===== src/common/tmu_pkg.sv =====
// texture mapping unit shared definitions

package tmu_pkg;

	// ========================================
	// widths
	// ========================================
	localparam int MEM_ADR_W    = 26;            // byte address of the write port
	localparam int PIX_ADR_W    = MEM_ADR_W - 1; // 16-bit pixel address
	localparam int WORD_ADR_W   = 23;            // 64-bit word address
	localparam int COORD_W      = 12;            // signed screen coordinate
	localparam int RES_W        = 11;
	localparam int BRIGHT_W     = 6;             // 63 leaves the color untouched
	localparam int PIX_PER_WORD = 4;
	localparam int LANE_W       = $clog2(PIX_PER_WORD);

	// ========================================
	// register word indices
	// ========================================
	localparam logic [3:0] CSR_CTRL   = 4'd0;
	localparam logic [3:0] CSR_BRIGHT = 4'd1;
	localparam logic [3:0] CSR_KEY    = 4'd2;
	localparam logic [3:0] CSR_FBUF   = 4'd3;
	localparam logic [3:0] CSR_HRES   = 4'd4;
	localparam logic [3:0] CSR_VRES   = 4'd5;
	localparam logic [3:0] CSR_HOFS   = 4'd6;
	localparam logic [3:0] CSR_VOFS   = 4'd7;

	// run sequencing states
	localparam logic [2:0] ST_IDLE         = 3'd0;
	localparam logic [2:0] ST_RUN          = 3'd1;
	localparam logic [2:0] ST_WAIT_PROCESS = 3'd2;
	localparam logic [2:0] ST_FLUSH        = 3'd3;
	localparam logic [2:0] ST_WAIT_FLUSH   = 3'd4;

	// RGB565 pixel, compared and packed as a word, scaled per field
	typedef union packed {
		logic [15:0] raw;
		struct packed {
			logic [4:0] r;
			logic [5:0] g;
			logic [4:0] b;
		} rgb;
	} pixel_t;

endpackage

===== src/logic/tmu_top.sv =====
// texture mapping unit pixel back end

module tmu_top import tmu_pkg::*; (
	input  logic                      sys_clk,
	input  logic                      sys_rst,
	input  logic [3:0]                csr_a_i,
	input  logic                      csr_we_i,
	input  logic [31:0]               csr_di_i,
	output logic [31:0]               csr_do_o,
	output logic                      irq_o,
	input  logic                      frag_stb_i,
	input  logic                      frag_last_i,
	input  logic signed [COORD_W-1:0] frag_x_i,
	input  logic signed [COORD_W-1:0] frag_y_i,
	input  pixel_t                    frag_color_i,
	output logic                      frag_ack_o,
	output logic [MEM_ADR_W-1:0]      fmlw_adr_o,
	output logic                      fmlw_stb_o,
	output logic [7:0]                fmlw_sel_o,
	output logic [63:0]               fmlw_do_o,
	input  logic                      fmlw_ack_i
);

	logic                      flush;
	logic [BRIGHT_W-1:0]       brightness;
	logic                      chroma_key_en;
	pixel_t                    chroma_key;
	logic [PIX_ADR_W-1:0]      dst_fbuf;
	logic [RES_W-1:0]          dst_hres, dst_vres;
	logic signed [COORD_W-1:0] dst_hoffset, dst_voffset;

	logic ctl_stb, ctl_ack, clamp_stb, clamp_ack, adrgen_stb, adrgen_ack;
	logic decay_stb, decay_ack, burst_stb, burst_ack;
	logic clamp_busy, adrgen_busy, decay_busy, burst_busy, pixout_busy;

	logic [RES_W-1:0]      clamp_x, clamp_y;
	pixel_t                clamp_color, adrgen_color, decay_color;
	logic [PIX_ADR_W-1:0]  adrgen_dadr, decay_dadr;
	logic [WORD_ADR_W-1:0] burst_adr;
	logic [7:0]            burst_sel;
	logic [63:0]           burst_data;

	tmu_ctlif u_ctlif (.sys_clk, .sys_rst, .csr_a_i, .csr_we_i, .csr_di_i, .csr_do_o, .irq_o,
		.frag_stb_i, .frag_last_i, .frag_ack_o, .pipe_stb_o(ctl_stb), .pipe_ack_i(ctl_ack),
		.clamp_busy_i(clamp_busy), .adrgen_busy_i(adrgen_busy), .decay_busy_i(decay_busy),
		.burst_busy_i(burst_busy), .pixout_busy_i(pixout_busy), .flush_o(flush),
		.brightness_o(brightness), .chroma_key_en_o(chroma_key_en), .chroma_key_o(chroma_key),
		.dst_fbuf_o(dst_fbuf), .dst_hres_o(dst_hres), .dst_vres_o(dst_vres),
		.dst_hoffset_o(dst_hoffset), .dst_voffset_o(dst_voffset));

	tmu_clamp u_clamp (.sys_clk, .sys_rst, .pipe_stb_i(ctl_stb), .pipe_ack_o(ctl_ack),
		.x_i(frag_x_i), .y_i(frag_y_i), .color_i(frag_color_i), .dst_hoffset_i(dst_hoffset),
		.dst_voffset_i(dst_voffset), .dst_hres_i(dst_hres), .dst_vres_i(dst_vres),
		.pipe_stb_o(clamp_stb), .pipe_ack_i(clamp_ack), .x_o(clamp_x), .y_o(clamp_y),
		.color_o(clamp_color), .busy_o(clamp_busy));

	tmu_adrgen u_adrgen (.sys_clk, .sys_rst, .pipe_stb_i(clamp_stb), .pipe_ack_o(clamp_ack),
		.x_i(clamp_x), .y_i(clamp_y), .color_i(clamp_color), .dst_fbuf_i(dst_fbuf),
		.dst_hres_i(dst_hres), .pipe_stb_o(adrgen_stb), .pipe_ack_i(adrgen_ack),
		.dadr_o(adrgen_dadr), .color_o(adrgen_color), .busy_o(adrgen_busy));

	tmu_decay u_decay (.sys_clk, .sys_rst, .pipe_stb_i(adrgen_stb), .pipe_ack_o(adrgen_ack),
		.dadr_i(adrgen_dadr), .color_i(adrgen_color), .brightness_i(brightness),
		.chroma_key_en_i(chroma_key_en), .chroma_key_i(chroma_key), .pipe_stb_o(decay_stb),
		.pipe_ack_i(decay_ack), .dadr_o(decay_dadr), .color_o(decay_color),
		.busy_o(decay_busy));

	tmu_burst u_burst (.sys_clk, .sys_rst, .flush_i(flush), .pipe_stb_i(decay_stb),
		.pipe_ack_o(decay_ack), .dadr_i(decay_dadr), .color_i(decay_color),
		.pipe_stb_o(burst_stb), .pipe_ack_i(burst_ack), .word_adr_o(burst_adr),
		.sel_o(burst_sel), .data_o(burst_data), .busy_o(burst_busy));

	tmu_pixout u_pixout (.sys_clk, .sys_rst, .pipe_stb_i(burst_stb), .pipe_ack_o(burst_ack),
		.word_adr_i(burst_adr), .sel_i(burst_sel), .data_i(burst_data), .fmlw_adr_o,
		.fmlw_stb_o, .fmlw_ack_i, .fmlw_sel_o, .fmlw_do_o, .busy_o(pixout_busy));

endmodule


===== src/writeback/tmu_pixout.sv =====
// memory write port

module tmu_pixout import tmu_pkg::*; (
	input  logic                  sys_clk,
	input  logic                  sys_rst,
	input  logic                  pipe_stb_i,
	output logic                  pipe_ack_o,
	input  logic [WORD_ADR_W-1:0] word_adr_i,
	input  logic [7:0]            sel_i,
	input  logic [63:0]           data_i,
	output logic [MEM_ADR_W-1:0]  fmlw_adr_o,
	output logic                  fmlw_stb_o,
	input  logic                  fmlw_ack_i,
	output logic [7:0]            fmlw_sel_o,
	output logic [63:0]           fmlw_do_o,
	output logic                  busy_o
);

	assign pipe_ack_o = !fmlw_stb_o || fmlw_ack_i;
	assign busy_o     = fmlw_stb_o;

	always_ff @(posedge sys_clk) begin
		if (sys_rst)
			fmlw_stb_o <= 1'b0;
		else if (pipe_ack_o)
			fmlw_stb_o <= pipe_stb_i;
	end

	always_ff @(posedge sys_clk) begin
		if (pipe_stb_i && pipe_ack_o) begin
			fmlw_adr_o <= {word_adr_i, 3'b000}; // byte address of the 64-bit word
			fmlw_sel_o <= sel_i;
			fmlw_do_o  <= data_i;
		end
	end

	a_hold: assert property (@(posedge sys_clk) disable iff (sys_rst)
		fmlw_stb_o && !fmlw_ack_i |=> fmlw_stb_o && $stable(fmlw_adr_o)
		&& $stable(fmlw_sel_o) && $stable(fmlw_do_o))
		else $error("write request changed before acknowledge");

endmodule


===== src/writeback/tmu_burst.sv =====
// pixel to 64-bit word assembler

module tmu_burst import tmu_pkg::*; (
	input  logic                    sys_clk,
	input  logic                    sys_rst,
	input  logic                    flush_i,
	input  logic                    pipe_stb_i,
	output logic                    pipe_ack_o,
	input  logic [PIX_ADR_W-1:0]    dadr_i,
	input  pixel_t                  color_i,
	output logic                    pipe_stb_o,
	input  logic                    pipe_ack_i,
	output logic [WORD_ADR_W-1:0]   word_adr_o,
	output logic [2*PIX_PER_WORD-1:0] sel_o,
	output logic [63:0]             data_o,
	output logic                    busy_o
);

	logic [WORD_ADR_W-1:0]     acc_adr;  // word being assembled
	logic [2*PIX_PER_WORD-1:0] acc_sel;  // nonzero while a word is open
	logic [63:0]               acc_data;
	logic                      flush_pend;
	logic [WORD_ADR_W-1:0]     in_word;
	logic [LANE_W-1:0]         in_lane;
	logic [2*PIX_PER_WORD-1:0] lane_sel;
	logic [63:0]               lane_mask;
	logic [63:0]               lane_data;
	logic                      acc_used;
	logic                      fresh;
	logic                      in_xfer;
	logic                      emit;

	assign in_word   = dadr_i[PIX_ADR_W-1:LANE_W];
	assign in_lane   = dadr_i[LANE_W-1:0];
	assign lane_sel  = 8'b11 << (in_lane * 2);        // lane 0 sits in the low bytes
	assign lane_mask = 64'hffff << (in_lane * 16);
	assign lane_data = 64'(color_i.raw) << (in_lane * 16);
	assign acc_used  = |acc_sel;
	assign fresh     = !acc_used || (acc_adr != in_word);

	assign pipe_ack_o = !pipe_stb_o || pipe_ack_i;
	assign in_xfer    = pipe_stb_i && pipe_ack_o;
	// a pixel for another word pushes the open one out, otherwise a flush does
	assign emit = acc_used && ((in_xfer && acc_adr != in_word) || (flush_pend && !in_xfer && pipe_ack_o));
	assign busy_o = pipe_stb_o || acc_used || flush_pend;

	always_ff @(posedge sys_clk) begin
		if (sys_rst) begin
			pipe_stb_o <= 1'b0;
			acc_sel    <= '0;
			flush_pend <= 1'b0;
		end else begin
			if (pipe_ack_o)
				pipe_stb_o <= emit;
			if (flush_i)
				flush_pend <= 1'b1;
			else if (flush_pend && !in_xfer && pipe_ack_o)
				flush_pend <= 1'b0;
			if (in_xfer)
				acc_sel <= fresh ? lane_sel : (acc_sel | lane_sel);
			else if (emit)
				acc_sel <= '0;
		end
	end

	always_ff @(posedge sys_clk) begin
		if (emit) begin
			word_adr_o <= acc_adr;
			sel_o      <= acc_sel;
			data_o     <= acc_data;
		end
		if (in_xfer) begin
			acc_adr  <= in_word;
			acc_data <= fresh ? lane_data : ((acc_data & ~lane_mask) | lane_data);
		end
	end

	// an emitted word always carries at least one pixel
	a_sel_nonzero: assert property (@(posedge sys_clk) disable iff (sys_rst)
		pipe_stb_o |-> |sel_o)
		else $error("burst word offered with no byte selected");

endmodule


===== src/logic/tmu_decay.sv =====
// brightness decay and chroma key filter

module tmu_decay import tmu_pkg::*; (
	input  logic                 sys_clk,
	input  logic                 sys_rst,
	input  logic                 pipe_stb_i,
	output logic                 pipe_ack_o,
	input  logic [PIX_ADR_W-1:0] dadr_i,
	input  pixel_t               color_i,
	input  logic [BRIGHT_W-1:0]  brightness_i,
	input  logic                 chroma_key_en_i,
	input  pixel_t               chroma_key_i,
	output logic                 pipe_stb_o,
	input  logic                 pipe_ack_i,
	output logic [PIX_ADR_W-1:0] dadr_o,
	output pixel_t               color_o,
	output logic                 busy_o
);

	logic [BRIGHT_W:0]   mult; // brightness plus one, 64 means full scale
	logic [BRIGHT_W+5:0] r_prod;
	logic [BRIGHT_W+6:0] g_prod;
	logic [BRIGHT_W+5:0] b_prod;
	logic                keyed;

	assign mult   = {1'b0, brightness_i} + 1'b1;
	assign r_prod = color_i.rgb.r * mult;
	assign g_prod = color_i.rgb.g * mult;
	assign b_prod = color_i.rgb.b * mult;

	assign keyed = chroma_key_en_i && (color_i.raw == chroma_key_i.raw);

	assign pipe_ack_o = !pipe_stb_o || pipe_ack_i;
	assign busy_o     = pipe_stb_o;

	always_ff @(posedge sys_clk) begin
		if (sys_rst)
			pipe_stb_o <= 1'b0;
		else if (pipe_ack_o)
			pipe_stb_o <= pipe_stb_i && !keyed; // keyed pixels are transparent
	end

	always_ff @(posedge sys_clk) begin
		if (pipe_stb_i && pipe_ack_o) begin
			dadr_o        <= dadr_i;
			color_o.rgb.r <= r_prod[BRIGHT_W +: 5];
			color_o.rgb.g <= g_prod[BRIGHT_W +: 6];
			color_o.rgb.b <= b_prod[BRIGHT_W +: 5];
		end
	end

endmodule


===== src/logic/tmu_adrgen.sv =====
// destination pixel address generator

module tmu_adrgen import tmu_pkg::*; (
	input  logic                 sys_clk,
	input  logic                 sys_rst,
	input  logic                 pipe_stb_i,
	output logic                 pipe_ack_o,
	input  logic [RES_W-1:0]     x_i,
	input  logic [RES_W-1:0]     y_i,
	input  pixel_t               color_i,
	input  logic [PIX_ADR_W-1:0] dst_fbuf_i,
	input  logic [RES_W-1:0]     dst_hres_i,
	output logic                 pipe_stb_o,
	input  logic                 pipe_ack_i,
	output logic [PIX_ADR_W-1:0] dadr_o,
	output pixel_t               color_o,
	output logic                 busy_o
);

	logic [2*RES_W-1:0] row_ofs;

	assign row_ofs    = y_i * dst_hres_i;
	assign pipe_ack_o = !pipe_stb_o || pipe_ack_i;
	assign busy_o     = pipe_stb_o;

	always_ff @(posedge sys_clk) begin
		if (sys_rst)
			pipe_stb_o <= 1'b0;
		else if (pipe_ack_o)
			pipe_stb_o <= pipe_stb_i;
	end

	always_ff @(posedge sys_clk) begin
		if (pipe_stb_i && pipe_ack_o) begin
			dadr_o  <= dst_fbuf_i + PIX_ADR_W'(row_ofs) + PIX_ADR_W'(x_i); // in 16-bit units
			color_o <= color_i;
		end
	end

endmodule


===== src/logic/tmu_clamp.sv =====
// offset addition and off-screen filter

module tmu_clamp import tmu_pkg::*; (
	input  logic                      sys_clk,
	input  logic                      sys_rst,
	input  logic                      pipe_stb_i,
	output logic                      pipe_ack_o,
	input  logic signed [COORD_W-1:0] x_i,
	input  logic signed [COORD_W-1:0] y_i,
	input  pixel_t                    color_i,
	input  logic signed [COORD_W-1:0] dst_hoffset_i,
	input  logic signed [COORD_W-1:0] dst_voffset_i,
	input  logic [RES_W-1:0]          dst_hres_i,
	input  logic [RES_W-1:0]          dst_vres_i,
	output logic                      pipe_stb_o,
	input  logic                      pipe_ack_i,
	output logic [RES_W-1:0]          x_o,
	output logic [RES_W-1:0]          y_o,
	output pixel_t                    color_o,
	output logic                      busy_o
);

	logic signed [COORD_W:0] x_sum; // one extra bit so the sum cannot wrap
	logic signed [COORD_W:0] y_sum;
	logic                    visible;

	assign x_sum = x_i + dst_hoffset_i;
	assign y_sum = y_i + dst_voffset_i;

	// a negative sum has its top bit set and fails right away
	assign visible = !x_sum[COORD_W] && (x_sum[COORD_W-1:0] < {1'b0, dst_hres_i})
		&& !y_sum[COORD_W] && (y_sum[COORD_W-1:0] < {1'b0, dst_vres_i});

	assign pipe_ack_o = !pipe_stb_o || pipe_ack_i;
	assign busy_o     = pipe_stb_o;

	always_ff @(posedge sys_clk) begin
		if (sys_rst)
			pipe_stb_o <= 1'b0;
		else if (pipe_ack_o)
			pipe_stb_o <= pipe_stb_i && visible; // off-screen points vanish here
	end

	always_ff @(posedge sys_clk) begin
		if (pipe_stb_i && pipe_ack_o) begin
			x_o     <= x_sum[RES_W-1:0];
			y_o     <= y_sum[RES_W-1:0];
			color_o <= color_i;
		end
	end

endmodule


===== src/control/tmu_ctlif.sv =====
// texture mapping unit register file and run control

module tmu_ctlif import tmu_pkg::*; (
	input  logic                      sys_clk,
	input  logic                      sys_rst,
	input  logic [3:0]                csr_a_i,
	input  logic                      csr_we_i,
	input  logic [31:0]               csr_di_i,
	output logic [31:0]               csr_do_o,
	output logic                      irq_o,
	input  logic                      frag_stb_i,
	input  logic                      frag_last_i,
	output logic                      frag_ack_o,
	output logic                      pipe_stb_o,
	input  logic                      pipe_ack_i,
	input  logic                      clamp_busy_i,
	input  logic                      adrgen_busy_i,
	input  logic                      decay_busy_i,
	input  logic                      burst_busy_i,
	input  logic                      pixout_busy_i,
	output logic                      flush_o,
	output logic [BRIGHT_W-1:0]       brightness_o,
	output logic                      chroma_key_en_o,
	output pixel_t                    chroma_key_o,
	output logic [PIX_ADR_W-1:0]      dst_fbuf_o,
	output logic [RES_W-1:0]          dst_hres_o,
	output logic [RES_W-1:0]          dst_vres_o,
	output logic signed [COORD_W-1:0] dst_hoffset_o,
	output logic signed [COORD_W-1:0] dst_voffset_o
);

	logic [2:0] state;
	logic       busy;
	logic       ctrl_wr;
	logic       start;
	logic       last_xfer;
	logic       front_busy;
	logic       any_busy;

	assign busy       = state != ST_IDLE;
	assign ctrl_wr    = csr_we_i & (csr_a_i == CSR_CTRL);
	assign start      = ctrl_wr & csr_di_i[0];
	assign front_busy = clamp_busy_i | adrgen_busy_i | decay_busy_i; // all pixels reached burst
	assign any_busy   = front_busy | burst_busy_i | pixout_busy_i;

	// fragments only pass while a run is active
	assign pipe_stb_o = frag_stb_i & (state == ST_RUN);
	assign frag_ack_o = pipe_ack_i & (state == ST_RUN);
	assign last_xfer  = pipe_stb_o & frag_ack_o & frag_last_i;
	assign flush_o    = state == ST_FLUSH;

	// ========================================
	// registers and sequencing
	// ========================================
	always_ff @(posedge sys_clk) begin
		if (sys_rst) begin
			state           <= ST_IDLE;
			irq_o           <= 1'b0;
			brightness_o    <= '1;
			chroma_key_en_o <= 1'b0;
			chroma_key_o    <= '0;
			dst_fbuf_o      <= '0;
			dst_hres_o      <= '0;
			dst_vres_o      <= '0;
			dst_hoffset_o   <= '0;
			dst_voffset_o   <= '0;
		end else begin
			if (csr_we_i) begin
				case (csr_a_i)
					CSR_CTRL:   chroma_key_en_o <= csr_di_i[1];
					CSR_BRIGHT: brightness_o    <= csr_di_i[BRIGHT_W-1:0];
					CSR_KEY:    chroma_key_o    <= csr_di_i[15:0];
					CSR_FBUF:   dst_fbuf_o      <= csr_di_i[PIX_ADR_W-1:0];
					CSR_HRES:   dst_hres_o      <= csr_di_i[RES_W-1:0];
					CSR_VRES:   dst_vres_o      <= csr_di_i[RES_W-1:0];
					CSR_HOFS:   dst_hoffset_o   <= csr_di_i[COORD_W-1:0];
					CSR_VOFS:   dst_voffset_o   <= csr_di_i[COORD_W-1:0];
					default: ;
				endcase
			end
			if (ctrl_wr)
				irq_o <= 1'b0; // any write to CTRL acknowledges the interrupt
			case (state)
				ST_IDLE:         if (start) state <= ST_RUN;
				ST_RUN:          if (last_xfer) state <= ST_WAIT_PROCESS;
				ST_WAIT_PROCESS: if (!front_busy) state <= ST_FLUSH;
				ST_FLUSH:        state <= ST_WAIT_FLUSH;
				ST_WAIT_FLUSH: begin
					if (!any_busy) begin
						state <= ST_IDLE;
						irq_o <= 1'b1;
					end
				end
				default:         state <= ST_IDLE;
			endcase
		end
	end

	always_ff @(posedge sys_clk) begin
		if (sys_rst)
			csr_do_o <= '0;
		else begin
			case (csr_a_i)
				CSR_CTRL:   csr_do_o <= {29'd0, irq_o, chroma_key_en_o, busy};
				CSR_BRIGHT: csr_do_o <= 32'(brightness_o);
				CSR_KEY:    csr_do_o <= 32'(chroma_key_o.raw);
				CSR_FBUF:   csr_do_o <= 32'(dst_fbuf_o);
				CSR_HRES:   csr_do_o <= 32'(dst_hres_o);
				CSR_VRES:   csr_do_o <= 32'(dst_vres_o);
				CSR_HOFS:   csr_do_o <= 32'(dst_hoffset_o); // sign extended
				CSR_VOFS:   csr_do_o <= 32'(dst_voffset_o);
				default:    csr_do_o <= '0;
			endcase
		end
	end

	// the flush pulse only comes once every pixel has reached the burst stage
	a_flush_drained: assert property (@(posedge sys_clk) disable iff (sys_rst)
		flush_o |-> !front_busy)
		else $error("flush while pixels are still ahead of the burst stage");

endmodule


===== config.mk =====
export PLATFORM = sky130hd
export DESIGN_NAME = tmu_top
export DESIGN_NICKNAME = d
export VERILOG_FILES = /design/src/common/tmu_pkg.sv /design/src/logic/tmu_top.sv /design/src/writeback/tmu_pixout.sv /design/src/writeback/tmu_burst.sv /design/src/logic/tmu_decay.sv /design/src/logic/tmu_adrgen.sv /design/src/logic/tmu_clamp.sv /design/src/control/tmu_ctlif.sv
export SDC_FILE = /design/constraint.sdc
export NUM_CORES = 1
export LEC_CHECK = 0
export ABC_AREA = 1
export BUFFER_PORTS_ARGS = -buffer_cell sky130_fd_sc_hd__buf_2
export CAP_MARGIN = 10
export CORE_UTILIZATION = 65
export CTS_CLUSTER_DIAMETER = 150
export DETAILED_ROUTE_END_ITERATION = 7
export PLACE_DENSITY = 0.83
export REMOVE_ABC_BUFFERS = 1
export SETUP_SLACK_MARGIN = 0.2
export SYNTH_ARGS = -nofsm -noshare
export SYNTH_HDL_FRONTEND = slang
export SYNTH_SLANG_ARGS = --single-unit

===== constraint.sdc =====
create_clock -name sys_clk -period 16.7 [get_ports sys_clk]
set_clock_uncertainty 0.2 [all_clocks]
set_input_delay 3.34 -clock sys_clk [delete_from_list [all_inputs] [get_ports sys_clk]]
set_output_delay 3.34 -clock sys_clk [all_outputs]
set_load 0.02 [all_outputs]

==> metrics <==
routability congestion estimate 0.9540; CTS tree yes; part of the cycle the worst path needs 0.4914; total negative slack 0 ns; number of buffer and inverter instances along the worst setup path 4; floorplan row count 76; floorplan die height 211.8 µm; horizontal extent of the die 211.8 µm; number of buffers created by CTS 51; met3 routed wirelength 5.503 mm; Placeable Area 0.04327 mm²; number of warning messages in the yosys log 0; count of buffers added by post-CTS timing repair for setup 0; number of antenna-violating nets in the routed design 0; max-cap check violation count 0; Final Critical Period 8.207 ns; Clock Sink Count 535; standby leakage power 14.18 nW; CTS H-Tree Depth 2; Synth-to-Final Area Change 10.94%; routed wire length 65.65 mm; simple logic cell fraction of the synthesized area 0.1040; share of synthesized area spent on multiplexers 0; Critical Path Fanout Max 3; total length of routed met2 wires 31.13 mm; peak clock frequency supported by timing 0.1219 GHz; clock transition time at the flip-flop clock pins of the worst setup and hold paths 0.06 ns; Cell Chain, Critical Path buf_2, inv_1, nand2_1, nor2_1, nand2_1, nor2_1, nand2_1, inv_1, nor2_1, buf_2; largest delay contributor family on the critical path simple AND/OR/NAND/NOR gates; via count 20,000; Post-Synthesis Mean Instance Area 10.46 µm²; Largest stage delay, worst path 0.26 ns; Avg Vias per Cell 5.660; post-synthesis instance area 0.02860 mm²; Slew headroom 0.1452; number of iterations in the first detailed-routing pass 7; via count of the first global-routing pass 19,700; minimum setup slack in the final design 8.493 ns; top layer in use met4; number of max-slew violations in the final report 0; post-synthesis share of cell area spent on xor and xnor gates 0.02511; number of cells produced by synthesis 2,735; clk_lat worst skew 0.62 ns; count of pins on the block boundary 215; crit path max-delay cell type nor2_1; Max Root-Sink Buffers 3; combinational family with the most area after synthesis adder cells; DR WL/cell 18.58 µm; VDD IR-drop max 0.00007410 V; outcome finished, final reports clean; RSZ-0062 raised after global routing false; starting utilization of the core area 0.6611; Seq/Total Area, Yosys 0.5133; iteration-0 DRC count of the detailed router 1,696; synthesis-stage register bit count 535; worst-margin pin slew 1.281 ns; Compound-Gate Fraction of Synth Area 0.08866; kind of end point of the critical path output pin; antenna violations before repair 1; kind of path behind the tightest hold check flip-flop to flip-flop; final setup violation count 0; pin count of the biggest net entering global routing 97; Residual DRC 0; detailed placer's ending HPWL 47.54 mm; Yosys cell types 49; count of cells resized by post-cts repair 0; fraction of final layout cells sized beyond drive strength 1 0.1147; global route total overflow 0; Post-Route M1 WL 25.76 mm; # hold bufs at CTS 0; Final Hold Viols 0; total die area 0.04485 mm²; Synth Area in Adders 0.1820; IO Port Bufs 204; global-route usage over all layers 0.3016; global-route wire length before repair 103.5 mm; Clock Tree Root clkbuf_16; pre-CTS setup slack 8.541 ns; critical path data required time 13.16 ns; startpoint class of the critical path primary input; data arrival time of the worst path 4.67 ns; Nets 3,307; critical path start-end classification primary input to output pin; power density of the placed cells 91.08 mW/mm²
-- metal layers --
| layer | global-route usage | vias to the layer above |
|---|---|---|
| li1 | - | 9262 |
| met1 | 0.3881 | 9499 |
| met2 | 0.5011 | 1039 |
| met3 | 0.05118 | 198 |
| met4 | 0.1409 | 0 |
| met5 | 0 | - |
-- layout by cell type, fill, tap and decap left out, types with 6 or more instances in the layout --
| cell | count |
|---|---|
| inv_1 | 535 |
| nand2_1 | 466 |
| edfxtp_1 | 397 |
| buf_2 | 204 |
| a21oi_1 | 162 |
| fa_1 | 160 |
| ha_1 | 160 |
| dfxtp_1 | 138 |
| nor2_1 | 134 |
| o21ai_0 | 108 |
| o22ai_1 | 80 |
| nand3_1 | 60 |
| xor2_1 | 56 |
| clkbuf_16 | 51 |
| xnor2_1 | 26 |
| nor3_1 | 24 |
| nand4_1 | 21 |
| o22ai_2 | 21 |
| clkinv_1 | 15 |
| buf_4 | 11 |
| clkinv_2 | 9 |
| o21bai_1 | 8 |
| a21o_1 | 8 |
| a31oi_1 | 7 |
| clkbuf_1 | 7 |
| clkinvlp_4 | 7 |
| a221oi_1 | 6 |
-- path summary, 6_finish.rpt --
check | startpoint | end | slack (ns) | cells past startpoint
worst max register to register | u_ctlif.brightness_o[0]$_SDFFE_PP1P_ | u_decay.color_o[10]$_DFFE_PP_ | 10.83 | 19
worst min-delay path | u_adrgen.dadr_o[13]$_DFFE_PP_ | u_decay.dadr_o[13]$_DFFE_PP_ | 0.22 | 0
worst max-delay path | fmlw_ack_i | frag_ack_o | 8.49 | 10
worst min register to register | u_adrgen.dadr_o[13]$_DFFE_PP_ | u_decay.dadr_o[13]$_DFFE_PP_ | 0.22 | 0
-- worst register-to-register path, delay by kind of cell, from the launching register on --
family,cells,cell delay [ns]
fa+ha+maj,5,1.91
simple gates,7,1.26
compound gates,2,0.53
buf+inv,4,0.80
flops,1,0.70
xor+xnor,1,0.25
-- report_power, final --
part / internal, mW / total (mW) / switching (mW)
Clock: 0.648 / 1.15 / 0.505
Combinational: 0.0967 / 0.280 / 0.183
Sequential: 1.44 / 1.46 / 0.0181
-- cell families after synthesis --
kind of cell,after synthesis
other cells,1
simple gates,726
compound gates,426
buf+inv,645
flops,535
fa+ha+maj,320
xor+xnor,82
-- cell usage after synthesis, drive strengths merged --
library cell / n / area, µm²
a2111oi: 3 / 26.28
a211oi: 3 / 22.52
a21boi: 1 / 7.510
a21o: 8 / 60.06
a21oi: 163 / 815.8
a221oi: 6 / 52.55
a31oi: 8 / 56.30
and2: 1 / 6.260
buf: 24 / 152.6
clkbuf: 77 / 289.0
clkinv: 3 / 11.26
conb: 1 / 3.750
dfxtp: 138 / 2763
edfxtp: 397 / 11920
fa: 160 / 3203
ha: 160 / 2002
inv: 541 / 2031
nand2: 468 / 1762
nand3: 62 / 327.8
nand4: 21 / 131.4
nor2: 139 / 550.5
nor3: 26 / 140.1
nor4: 3 / 18.77
o2111ai: 5 / 43.79
o211ai: 5 / 37.54
o21a: 3 / 22.52
o21ai: 111 / 559.3
o21bai: 8 / 60.06
o221ai: 1 / 8.760
o22ai: 101 / 763.2
or2: 5 / 31.28
or3: 1 / 6.260
xnor2: 26 / 227.7
xor2: 56 / 490.5
-- final cells by class --
| cell class | instances | area [µm²] |
|---|---|---|
| sequential | 535 | 14680 |
| fill | 2850 | 11530 |
| multi-input combinational | 1557 | 11460 |
| inverter | 544 | 2044 |
| clock buffer | 59 | 1316 |
| timing repair buffer | 216 | 1131 |
| tap | 585 | 732.0 |
| clock inverter | 36 | 361.6 |
| antenna | 1 | 2.502 |
-- through the flow --
stage	total power, mW	hold slack, ns	utilization	cells	cell area [µm²]
after global placement	1.747	0.2016	0.6940	3436	30030
after global routing	2.995	0.2175	0.7334	3532	31730
after CTS	2.903	0.2091	0.7328	3531	31710
final	2.890	0.2150	0.7335	3533	31740
after detailed placement	1.760	0.2045	0.6940	3436	30030
after floorplan	1.666	0.2003	-	2636	28170
-- flip-flops by register name, indices dropped and copies added (netlist names), 23 cells and up --
register             count
u_decay.dadr_o          25
u_ctlif.dst_fbuf_o      25
u_adrgen.dadr_o         25
u_burst.word_adr_o      23
u_ctlif.csr_do_o        26
u_pixout.fmlw_do_o      64
u_pixout.fmlw_adr_o     23
u_burst.data_o          64
u_burst.acc_adr         23
u_burst.acc_data        64
Note: power is estimated with default switching activity, not from simulation.
